===== src/hw/avm_pkg.sv =====
package avm_pkg;

    // Avalon side of the serial port
    localparam int addr_width = 5;

    // register map, byte addresses
    localparam logic [addr_width-1:0] rx_base     = 5'd0;  // receive data
    localparam logic [addr_width-1:0] tx_base     = 5'd4;  // transmit data
    localparam logic [addr_width-1:0] status_base = 5'd8;

    // status register bits
    localparam int tx_ok_bit = 6;  // transmitter can take a byte
    localparam int rx_ok_bit = 7;  // received byte waiting

    // top level sequence of the wrapper
    typedef enum logic [2:0] {
        get_key_n,
        get_key_d,
        get_data,
        wait_calc,
        send_data
    } wrap_state_e;

    // phase within one byte
    typedef enum logic {
        io_poll,  // status read in flight
        io_xfer   // data read or write in flight
    } io_state_e;

endpackage


===== src/hw/rsa_pkg.sv =====
package rsa_pkg;

    localparam int key_bits  = 256;
    localparam int key_bytes = key_bits / 8;  // bytes per operand read
    localparam int out_bytes = key_bytes - 1;  // top byte of the result is not sent

    // exponentiation sequence
    typedef enum logic [1:0] {
        idle,
        prescale,
        exp_loop,
        done
    } core_state_e;

    // montgomery multiplier
    typedef enum logic {
        mont_idle,
        mont_run
    } mont_state_e;

endpackage


===== src/hw/rsa_wrapper.sv =====
`timescale 1ns/1ns

module rsa_wrapper (
    input  logic                           avm_clk,
    input  logic                           avm_rst,
    output logic [avm_pkg::addr_width-1:0] avm_address,
    output logic                           avm_read,
    input  logic [31:0]                    avm_readdata,
    output logic                           avm_write,
    output logic [31:0]                    avm_writedata,
    input  logic                           avm_waitrequest,
    output logic                           start,
    output logic [rsa_pkg::key_bits-1:0]   cipher,
    output logic [rsa_pkg::key_bits-1:0]   key_d,
    output logic [rsa_pkg::key_bits-1:0]   key_n,
    input  logic [rsa_pkg::key_bits-1:0]   result,
    input  logic                           finished
);

    avm_pkg::wrap_state_e state;
    avm_pkg::io_state_e   io;
    logic [$clog2(rsa_pkg::key_bytes)-1:0] byte_cnt;
    logic [rsa_pkg::key_bits-1:0]          res_r;  // result, shifted left per sent byte

    logic bus_done;
    logic poll_done;
    logic data_done;
    logic want_tx;
    logic ready;
    logic last_byte;
    logic issue_xfer;

    assign bus_done   = (avm_read || avm_write) && !avm_waitrequest;
    assign poll_done  = bus_done && io == avm_pkg::io_poll;
    assign data_done  = bus_done && io == avm_pkg::io_xfer;
    assign want_tx    = state == avm_pkg::send_data;
    assign ready      = want_tx ? avm_readdata[avm_pkg::tx_ok_bit]
                                : avm_readdata[avm_pkg::rx_ok_bit];
    assign last_byte  = byte_cnt == (want_tx ? rsa_pkg::out_bytes - 1 : rsa_pkg::key_bytes - 1);
    assign issue_xfer = poll_done && ready && state != avm_pkg::wait_calc;

    always_ff @(posedge avm_clk or posedge avm_rst) begin
        if (avm_rst) begin
            state       <= avm_pkg::get_key_n;
            io          <= avm_pkg::io_poll;
            byte_cnt    <= '0;
            avm_address <= avm_pkg::status_base;  // polling right out of reset
            avm_read    <= 1'b1;
            avm_write   <= 1'b0;
            start       <= 1'b0;
        end else begin
            start <= 1'b0;
            if (issue_xfer) begin
                io          <= avm_pkg::io_xfer;
                avm_address <= want_tx ? avm_pkg::tx_base : avm_pkg::rx_base;
                avm_read    <= !want_tx;
                avm_write   <= want_tx;
            end else if (data_done) begin
                io          <= avm_pkg::io_poll;  // back to status
                avm_address <= avm_pkg::status_base;
                avm_read    <= 1'b1;
                avm_write   <= 1'b0;
                byte_cnt    <= last_byte ? '0 : byte_cnt + 1'b1;
                if (last_byte) begin
                    case (state)
                        avm_pkg::get_key_n: state <= avm_pkg::get_key_d;
                        avm_pkg::get_key_d: state <= avm_pkg::get_data;
                        avm_pkg::get_data: begin
                            state <= avm_pkg::wait_calc;
                            start <= 1'b1;
                        end
                        avm_pkg::send_data: state <= avm_pkg::get_data;  // same key
                        default: ;
                    endcase
                end
            end
            if (state == avm_pkg::wait_calc && finished)
                state <= avm_pkg::send_data;
        end
    end

    always_ff @(posedge avm_clk) begin
        if (data_done && avm_read) begin
            // msb first
            case (state)
                avm_pkg::get_key_n: key_n  <= {key_n[rsa_pkg::key_bits-9:0], avm_readdata[7:0]};
                avm_pkg::get_key_d: key_d  <= {key_d[rsa_pkg::key_bits-9:0], avm_readdata[7:0]};
                avm_pkg::get_data:  cipher <= {cipher[rsa_pkg::key_bits-9:0], avm_readdata[7:0]};
                default: ;
            endcase
        end
        if (issue_xfer && want_tx)
            avm_writedata <= {24'd0, res_r[rsa_pkg::out_bytes*8-1 -: 8]};
        if (state == avm_pkg::wait_calc && finished)
            res_r <= result;
        else if (data_done && avm_write)
            res_r <= res_r << 8;
    end

    a_rw_exclusive: assert property (@(posedge avm_clk) disable iff (avm_rst)
        !(avm_read && avm_write));

    // a stalled access is held until it completes
    a_hold_on_wait: assert property (@(posedge avm_clk) disable iff (avm_rst)
        (avm_read || avm_write) && avm_waitrequest |=>
            $stable(avm_address) && $stable(avm_read) && $stable(avm_write));

    a_start_after_data: assert property (@(posedge avm_clk) disable iff (avm_rst)
        start |-> $past(state == avm_pkg::get_data && data_done
                        && byte_cnt == rsa_pkg::key_bytes - 1));

endmodule


===== config.mk =====
export PLATFORM = sky130hd
export DESIGN_NAME = rsa_wrapper
export DESIGN_NICKNAME = d
export VERILOG_FILES = /design/src/hw/avm_pkg.sv /design/src/hw/rsa_pkg.sv /design/src/hw/rsa_wrapper.sv
export SDC_FILE = /design/constraint.sdc
export NUM_CORES = 1
export LEC_CHECK = 0
export BUFFER_PORTS_ARGS = -buffer_cell sky130_fd_sc_hd__buf_4
export CORE_AREA = 2 2 424 426
export DETAILED_ROUTE_END_ITERATION = 6
export DIE_AREA = 0 0 426 428
export GPL_TIMING_DRIVEN = 0
export SYNTH_ARGS = -nofsm -noshare
export SYNTH_HDL_FRONTEND = slang
export SYNTH_SLANG_ARGS = --single-unit

===== constraint.sdc =====
create_clock -name avm_clk -period 21.8 [get_ports avm_clk]
set_clock_uncertainty 0.1 [all_clocks]
set_input_delay 4.36 -clock avm_clk [delete_from_list [all_inputs] [get_ports avm_clk]]
set_output_delay 4.36 -clock avm_clk [all_outputs]
set_load 0.005 [all_outputs]

# Word level (Yosys, flattened, before mapping)
# Cells that the tools add are included.
dict set report word_totals {
  elab_cells 68
  inputBits 292
  out_inout_bits 808
  regBits 1041
}
dict set report op_classes {
  eq_ne 7
  n_bitwise 2
  n_addsub 1
  n_mux 22
  n_reduce_logical 24
}
# operator count
set ops {}
lappend ops {{2-to-1 mux 248 bit} 2}
lappend ops {{2-to-1 mux 3 bit} 5}
lappend ops {{2-to-1 mux 5 bit} 3}
lappend ops {{2-to-1 mux 1 bit} 11}
lappend ops {{logical AND 1 bit} 9}
lappend ops {{one-hot mux 3 bit (3 select lines)} 1}
lappend ops {{AND reduction 2 bit} 4}
lappend ops {{nonzero test 2 bit} 4}
lappend ops {{equality test 3 x 2 -> 1 bit, second input constant} 2}
lappend ops {{adder 5 x 1 -> 5 bit, second input constant} 1}
lappend ops {{equality test 5 bit} 1}
lappend ops {{AND reduction 4 bit} 1}
lappend ops {{nonzero test 4 bit} 1}
lappend ops {{equality test 3 x 1 -> 1 bit, second input constant} 1}
lappend ops {{equality test 3 bit, second input constant} 1}
lappend ops {{logical NOT 3 bit} 1}
lappend ops {{inequality test 3 x 2 -> 1 bit, second input constant} 1}
lappend ops {{logical NOT 1 bit} 2}
lappend ops {{inequality test 2 x 1 -> 1 bit, second input constant} 1}
lappend ops {{NOT 1 bit} 2}
lappend ops {{OR reduction 2 bit} 1}
lappend ops {{logical OR 1 bit} 1}

# Longest topological paths before layout
dict set report logic_depth {
  depth_word 7
  depth_mapped 7
  ltp_nobuf 4
}

# Worst setup path before layout
# No wires, ideal clock.
dict set report synth_path {
  path_type {in2reg}
  start {in avm_waitrequest}
  end {reg cipher[0] (netlist name), enable pin}
  setup_ps 1238
  required_time_ps 20462
  path_buffers 0
  path_stages 3
  slack_ps -2738
  t_arrival_ps 23200
  cell_sequence {nor2b_1 > nand3_1 > nor3b_1}
}
dict set report synth_via {
  elab_chain_len 5
}
# item line_no
set synth_lines {}
lappend synth_lines {{start, declared} rsa_wrapper.sv:11} ;# input logic avm_waitrequest,
lappend synth_lines {{logical NOT 1 bit} rsa_wrapper.sv:33} ;# assign bus_done = (avm_read || avm_write) && !avm_waitrequest;
lappend synth_lines {{logical AND 1 bit} rsa_wrapper.sv:33}
lappend synth_lines {{logical AND 1 bit} rsa_wrapper.sv:35} ;# assign data_done = bus_done && io == avm_pkg::io_xfer;
lappend synth_lines {{logical AND 1 bit} rsa_wrapper.sv:83} ;# if (data_done && avm_read) begin
lappend synth_lines {{AND reduction 2 bit (no source line)} n/a}
lappend synth_lines {{end signal, assigned} rsa_wrapper.sv:88} ;# avm_pkg::get_data: cipher <= {cipher[rsa_pkg::key_bits-9:0], avm_readdata[7:0]};
lappend synth_lines {{end, declared} rsa_wrapper.sv:13} ;# output logic [rsa_pkg::key_bits-1:0] cipher,
# No other way between the ends.
# A chain may end at the register's enable or synchronous reset.

# Worst setup path in the final report
dict set report layout_path {
  start {in avm_waitrequest}
  end {reg key_d[16] (netlist name), enable pin}
}
dict set report layout_via {
  elab_chain_len 5
}
# item line_no
set layout_lines {}
lappend layout_lines {{logical NOT 1 bit} rsa_wrapper.sv:33}
lappend layout_lines {{logical AND 1 bit} rsa_wrapper.sv:33}
lappend layout_lines {{logical AND 1 bit} rsa_wrapper.sv:35}
lappend layout_lines {{logical AND 1 bit} rsa_wrapper.sv:83}
lappend layout_lines {{AND reduction 2 bit (no source line)} n/a}
lappend layout_lines {{end signal, assigned} rsa_wrapper.sv:87} ;# avm_pkg::get_key_d: key_d <= {key_d[rsa_pkg::key_bits-9:0], avm_readdata[7:0]};
lappend layout_lines {{end, declared} rsa_wrapper.sv:14} ;# output logic [rsa_pkg::key_bits-1:0] key_d,
# No other way between the ends.

==> impl_results.html <==
<table>
<tr><th>Metric</th><th>Value</th></tr>
<tr><th colspan="2">Global route</th></tr>
<tr><td>Global-route usage over all layers</td><td>0.117</td></tr>
<tr><td>Wire length of the first global-routing pass</td><td>151000 um</td></tr>
<tr><td>Maximum number of pins on one net before global-route repair</td><td>72</td></tr>
<tr><td>Antenna violations before repair</td><td>16</td></tr>
<tr><td>Overflow left after global routing</td><td>0</td></tr>
<tr><td>Via count of the first global-routing pass</td><td>20300</td></tr>
<tr><th colspan="2">Clocking</th></tr>
<tr><td>Number of sinks driven by the clock tree</td><td>1037</td></tr>
<tr><td>Clock latency reported for the late side of the worst-skew pair</td><td>0.77 ns</td></tr>
<tr><td>Count of buffers added by post-CTS timing repair for setup</td><td>0</td></tr>
<tr><td>Number of buffers inserted for hold repair after clock tree synthesis</td><td>0</td></tr>
<tr><td>Clock buffers created by TritonCTS</td><td>108</td></tr>
<tr><td>Maximum clock insertion buffer count</td><td>3</td></tr>
<tr><td>CTS resizes</td><td>0</td></tr>
<tr><td>Level count of the clock H-tree</td><td>3</td></tr>
<tr><td>Root buf cell</td><td>sky130_fd_sc_hd__clkbuf_16</td></tr>
<tr><td>CTS tree</td><td>done</td></tr>
<tr><td>Clock Pin Slew Worst Setup and Hold Paths</td><td>0.06 ns</td></tr>
<tr><th colspan="2">Placement</th></tr>
<tr><td>Pre-CTS WS</td><td>12.89 ns</td></tr>
<tr><td>Gpl congestion</td><td>0.931</td></tr>
<tr><td>Detail Placement HPWL</td><td>89400 um</td></tr>
<tr><td>Post-detailed-placement cell area</td><td>0.0466 mm^2</td></tr>
<tr><td>Port Buf Inserts</td><td>1040</td></tr>
<tr><th colspan="2">Floorplanning</th></tr>
<tr><td>Area inside the core boundary</td><td>0.178 mm^2</td></tr>
<tr><td>Effective utilization at floorplan</td><td>0.195</td></tr>
<tr><td>Full die area</td><td>0.182 mm^2</td></tr>
<tr><td>I/O pin count</td><td>1100</td></tr>
<tr><td>Core Rows</td><td>155</td></tr>
<tr><td>Die outline width</td><td>426 um</td></tr>
<tr><td>Chip Height</td><td>428 um</td></tr>
<tr><th colspan="2">Routing</th></tr>
<tr><td>Vias</td><td>20400</td></tr>
<tr><td>Post-route antenna net violation count</td><td>0</td></tr>
<tr><td>Remaining DRCs</td><td>0</td></tr>
<tr><td>WL final</td><td>112000 um</td></tr>
<tr><td>Wire length per cell</td><td>19.9 um</td></tr>
<tr><td>Iteration-0 DRC Markers</td><td>1418</td></tr>
<tr><td>Via density per instance</td><td>3.63</td></tr>
<tr><td>Number of detailed-route iterations in the first pass</td><td>5</td></tr>
<tr><th colspan="2">Setup path</th></tr>
<tr><td>Cell chain of the critical path</td><td>buf_4, nor2b_1, nand3_1, nor3b_2, buf_6, buf_6, buf_4, buf_6, buf_6, buf_6, buf_6, buf_6, buf_6, buf_6, buf_6, buf_6, buf_6, buf_6, buf_6</td></tr>
<tr><td>Cell repeated most along the worst path</td><td>sky130_fd_sc_hd__buf_6</td></tr>
<tr><td>Worst stage delay on the critical path</td><td>0.56 ns</td></tr>
<tr><td>CP max FO</td><td>13</td></tr>
<tr><td>Worst path required time</td><td>22.10 ns</td></tr>
<tr><td>Worst-path cell with the longest stage delay</td><td>sky130_fd_sc_hd__nor3b_2</td></tr>
<tr><td>Endpoint arrival time on the critical path</td><td>8.40 ns</td></tr>
<tr><td>CP Launch Type</td><td>primary input</td></tr>
<tr><td>Buffer and inverter count on the worst path</td><td>16</td></tr>
<tr><td>Path type of the worst setup path</td><td>primary input to register</td></tr>
<tr><td>Crit end category</td><td>register</td></tr>
<tr><td>Cell class contributing the biggest share of worst-path delay</td><td>buffers and inverters</td></tr>
<tr><th colspan="2">Timing</th></tr>
<tr><td>Final hold slack</td><td>0.299 ns</td></tr>
<tr><td>Fmax</td><td>123 MHz</td></tr>
<tr><td>Final Hold Violating Endpoints</td><td>0</td></tr>
<tr><td>Post-route setup TNS</td><td>0 ns</td></tr>
<tr><td>Tmin final</td><td>8.10 ns</td></tr>
<tr><td>Setup WS post-layout</td><td>13.70 ns</td></tr>
<tr><td>Setup violations, final</td><td>0</td></tr>
<tr><td>Unrepaired setup endpoints after global routing</td><td>no</td></tr>
<tr><td>Number of pins exceeding their max-slew limit in the final report</td><td>0</td></tr>
<tr><td>Worst slew slack as a fraction of its limit</td><td>0.453</td></tr>
<tr><td>Final Cycle Share</td><td>0.371</td></tr>
<tr><td>Transition time of the tightest slew-check pin</td><td>0.820 ns</td></tr>
<tr><th colspan="2">Layout</th></tr>
<tr><td>Number of fill cells</td><td>17900</td></tr>
<tr><td>Final design instance area without fill</td><td>0.0503 mm^2</td></tr>
<tr><td>P&amp;R area growth vs syn</td><td>44.8%</td></tr>
<tr><td>Area occupied by multi-input gates</td><td>0.00329 mm^2</td></tr>
<tr><td>Register Area</td><td>0.0311 mm^2</td></tr>
<tr><td>Proportion of layout cells with a drive suffix above 1</td><td>0.415</td></tr>
<tr><td>Number of nets at the end of the flow</td><td>3467</td></tr>
<tr><th colspan="2">Yosys</th></tr>
<tr><td>Post-synth ARST share</td><td>0.0125</td></tr>
<tr><td>Mean instance size in the synthesized netlist</td><td>18.1 um^2</td></tr>
<tr><td>Predominant post-synthesis flop cell</td><td>sky130_fd_sc_hd__edfxtp_1</td></tr>
<tr><td>Sequential fraction of the synthesis area</td><td>0.895</td></tr>
<tr><td>Number of enable-type register cells in the synthesized netlist</td><td>1024</td></tr>
<tr><td>Number of instances in the synthesized netlist</td><td>1921</td></tr>
<tr><td>Count of yosys warnings during synthesis</td><td>0</td></tr>
<tr><td>Top cell type's share of synthesized area</td><td>0.886</td></tr>
<tr><td>Dominant cells by area after synthesis</td><td>sky130_fd_sc_hd__edfxtp_1, sky130_fd_sc_hd__nand2_1, sky130_fd_sc_hd__dfrtp_1</td></tr>
<tr><td>Count of different cell masters after synthesis</td><td>43</td></tr>
<tr><td>FF+latch count, synth</td><td>1037</td></tr>
<tr><td>Cell area after technology mapping</td><td>0.0347 mm^2</td></tr>
<tr><td>Cell accounting for the most synthesized area</td><td>sky130_fd_sc_hd__edfxtp_1</td></tr>
<tr><th colspan="2">Power and ir drop</th></tr>
<tr><td>Worst vdd rail ir drop</td><td>68.2 uV</td></tr>
<tr><td>Total design power</td><td>4.11 mW</td></tr>
<tr><td>P per Cell Area</td><td>81.7 mW/mm^2</td></tr>
<tr><td>Leakage power figure</td><td>18.4 nW</td></tr>
<tr><th colspan="2">Worst hold path</th></tr>
<tr><td>Class of the tightest hold or removal check</td><td>register to register</td></tr>
<tr><th colspan="2">Outcome</th></tr>
<tr><td>Outcome</td><td>completed</td></tr>
<tr><th colspan="2">Run</th></tr>
<tr><td>Maximum Capacitance Violations</td><td>0</td></tr>
</table>
[stage by stage]
| step | std cells | util |
|---|---|---|
| finish | 5622 | 0.283 |
| CTS | 5621 | 0.283 |
| global route | 5621 | 0.283 |
| global placement | 5342 | 0.257 |
| detailed placement | 5419 | 0.262 |
| floorplan | 1947 | - |
[area by class of cell]
type	instances	share of cell area
buffer	84	0.00911
timing repair buffer	1117	0.174
sequential	1037	0.618
clock inverter	82	0.0192
tap	2355	0.0586
multi-input combinational	821	0.0654
inverter	5	0.000373
antenna	1	0.0000498
clock buffer	120	0.0546
[cells by family (layout without fill, tap and decap cells)]
| logic type | after synthesis | in the layout | share of synthesized area |
|---|---|---|---|
| flip-flops | 1037 | 1037 | 0.895 |
| buffers and inverters | 89 | 1408 | 0.0137 |
| multiplexers | 3 | 3 | 0.000937 |
| other | 1 | 28 | 0.000108 |
| XOR/XNOR | 1 | 1 | 0.000252 |
| AND/OR/NAND/NOR | 769 | 769 | 0.0857 |
| adder cells (fa/ha/maj) | 1 | 1 | 0.000360 |
| AO/OA/AOI/OAI | 20 | 20 | 0.00386 |
[report_power, final]
group          switching [mW]  internal [mW]
clock network           0.807           1.10
registers                   0           2.16
logic                  0.0147         0.0327
total                   0.822           3.29
[placed cells by master (no fill, tap or decap), types with 3 or more instances in the layout]
master,n
sky130_fd_sc_hd__buf_4,1070
sky130_fd_sc_hd__edfxtp_1,1024
sky130_fd_sc_hd__nand2_1,732
sky130_fd_sc_hd__clkbuf_16,108
sky130_fd_sc_hd__buf_6,60
sky130_fd_sc_hd__clkbuf_1,32
sky130_fd_sc_hd__buf_2,30
sky130_fd_sc_hd__conb_1,27
sky130_fd_sc_hd__clkinv_1,22
sky130_fd_sc_hd__clkinv_2,22
sky130_fd_sc_hd__bufinv_16,15
sky130_fd_sc_hd__dfrtp_1,11
sky130_fd_sc_hd__buf_8,11
sky130_fd_sc_hd__and2_1,8
sky130_fd_sc_hd__nor2_1,7
sky130_fd_sc_hd__clkinvlp_4,7
sky130_fd_sc_hd__buf_1,6
sky130_fd_sc_hd__inv_1,5
sky130_fd_sc_hd__a21oi_1,5
sky130_fd_sc_hd__nand3_1,5
sky130_fd_sc_hd__clkinv_16,5
sky130_fd_sc_hd__clkinv_4,5
sky130_fd_sc_hd__buf_16,4
sky130_fd_sc_hd__inv_6,3
[cell usage after synthesis, types with 2 or more instances]
| cell | count |
|---|---|
| sky130_fd_sc_hd__a21o_1 | 2 |
| sky130_fd_sc_hd__a21oi_1 | 5 |
| sky130_fd_sc_hd__a31oi_1 | 2 |
| sky130_fd_sc_hd__and2_1 | 8 |
| sky130_fd_sc_hd__and3_1 | 2 |
| sky130_fd_sc_hd__buf_1 | 6 |
| sky130_fd_sc_hd__buf_2 | 30 |
| sky130_fd_sc_hd__buf_4 | 28 |
| sky130_fd_sc_hd__clkbuf_1 | 20 |
| sky130_fd_sc_hd__dfrtp_1 | 11 |
| sky130_fd_sc_hd__dfstp_2 | 2 |
| sky130_fd_sc_hd__edfxtp_1 | 1024 |
| sky130_fd_sc_hd__inv_1 | 5 |
| sky130_fd_sc_hd__mux2_2 | 2 |
| sky130_fd_sc_hd__nand2_1 | 733 |
| sky130_fd_sc_hd__nand3_1 | 5 |
| sky130_fd_sc_hd__nor2_1 | 7 |
| sky130_fd_sc_hd__nor2b_1 | 2 |
| sky130_fd_sc_hd__nor3_1 | 2 |
| sky130_fd_sc_hd__nor3b_1 | 2 |
[final timing paths]
path	end	cells after the start	slack, ns	from
max	key_d[16]$_DFFE_PP_	19	13.70	avm_waitrequest
min reg2reg	avm_writedata[5]$_DFFE_PP_	0	0.30	res_r[245]$_DFFE_PP_
max reg2reg	key_d[16]$_DFFE_PP_	18	17.00	io$_DFFE_PP0P_
min in group asynchronous	byte_cnt[2]$_DFFE_PP0P_	2	3.54	avm_rst
min	avm_writedata[5]$_DFFE_PP_	0	0.30	res_r[245]$_DFFE_PP_
max in group asynchronous	avm_read$_DFFE_PP1P_	2	17.69	avm_rst
[flip-flops by register name, indices dropped and copies added, names as in the netlist]
register / flops
start: 1
cipher: 256
res_r: 248
avm_address: 2
key_n: 256
byte_cnt: 5
avm_writedata: 8
key_d: 256
avm_read: 1
state: 3
io: 1
[layer usage]
metal	routed length, um	global-route usage	up-vias
met3	9840	0.0415	198
met1	37000	0.111	9938
met2	60100	0.218	873
met4	4930	0.0591	30
met5	288	0.00397	-
li1	-	-	9392
Power figures use the tool's default switching activity.
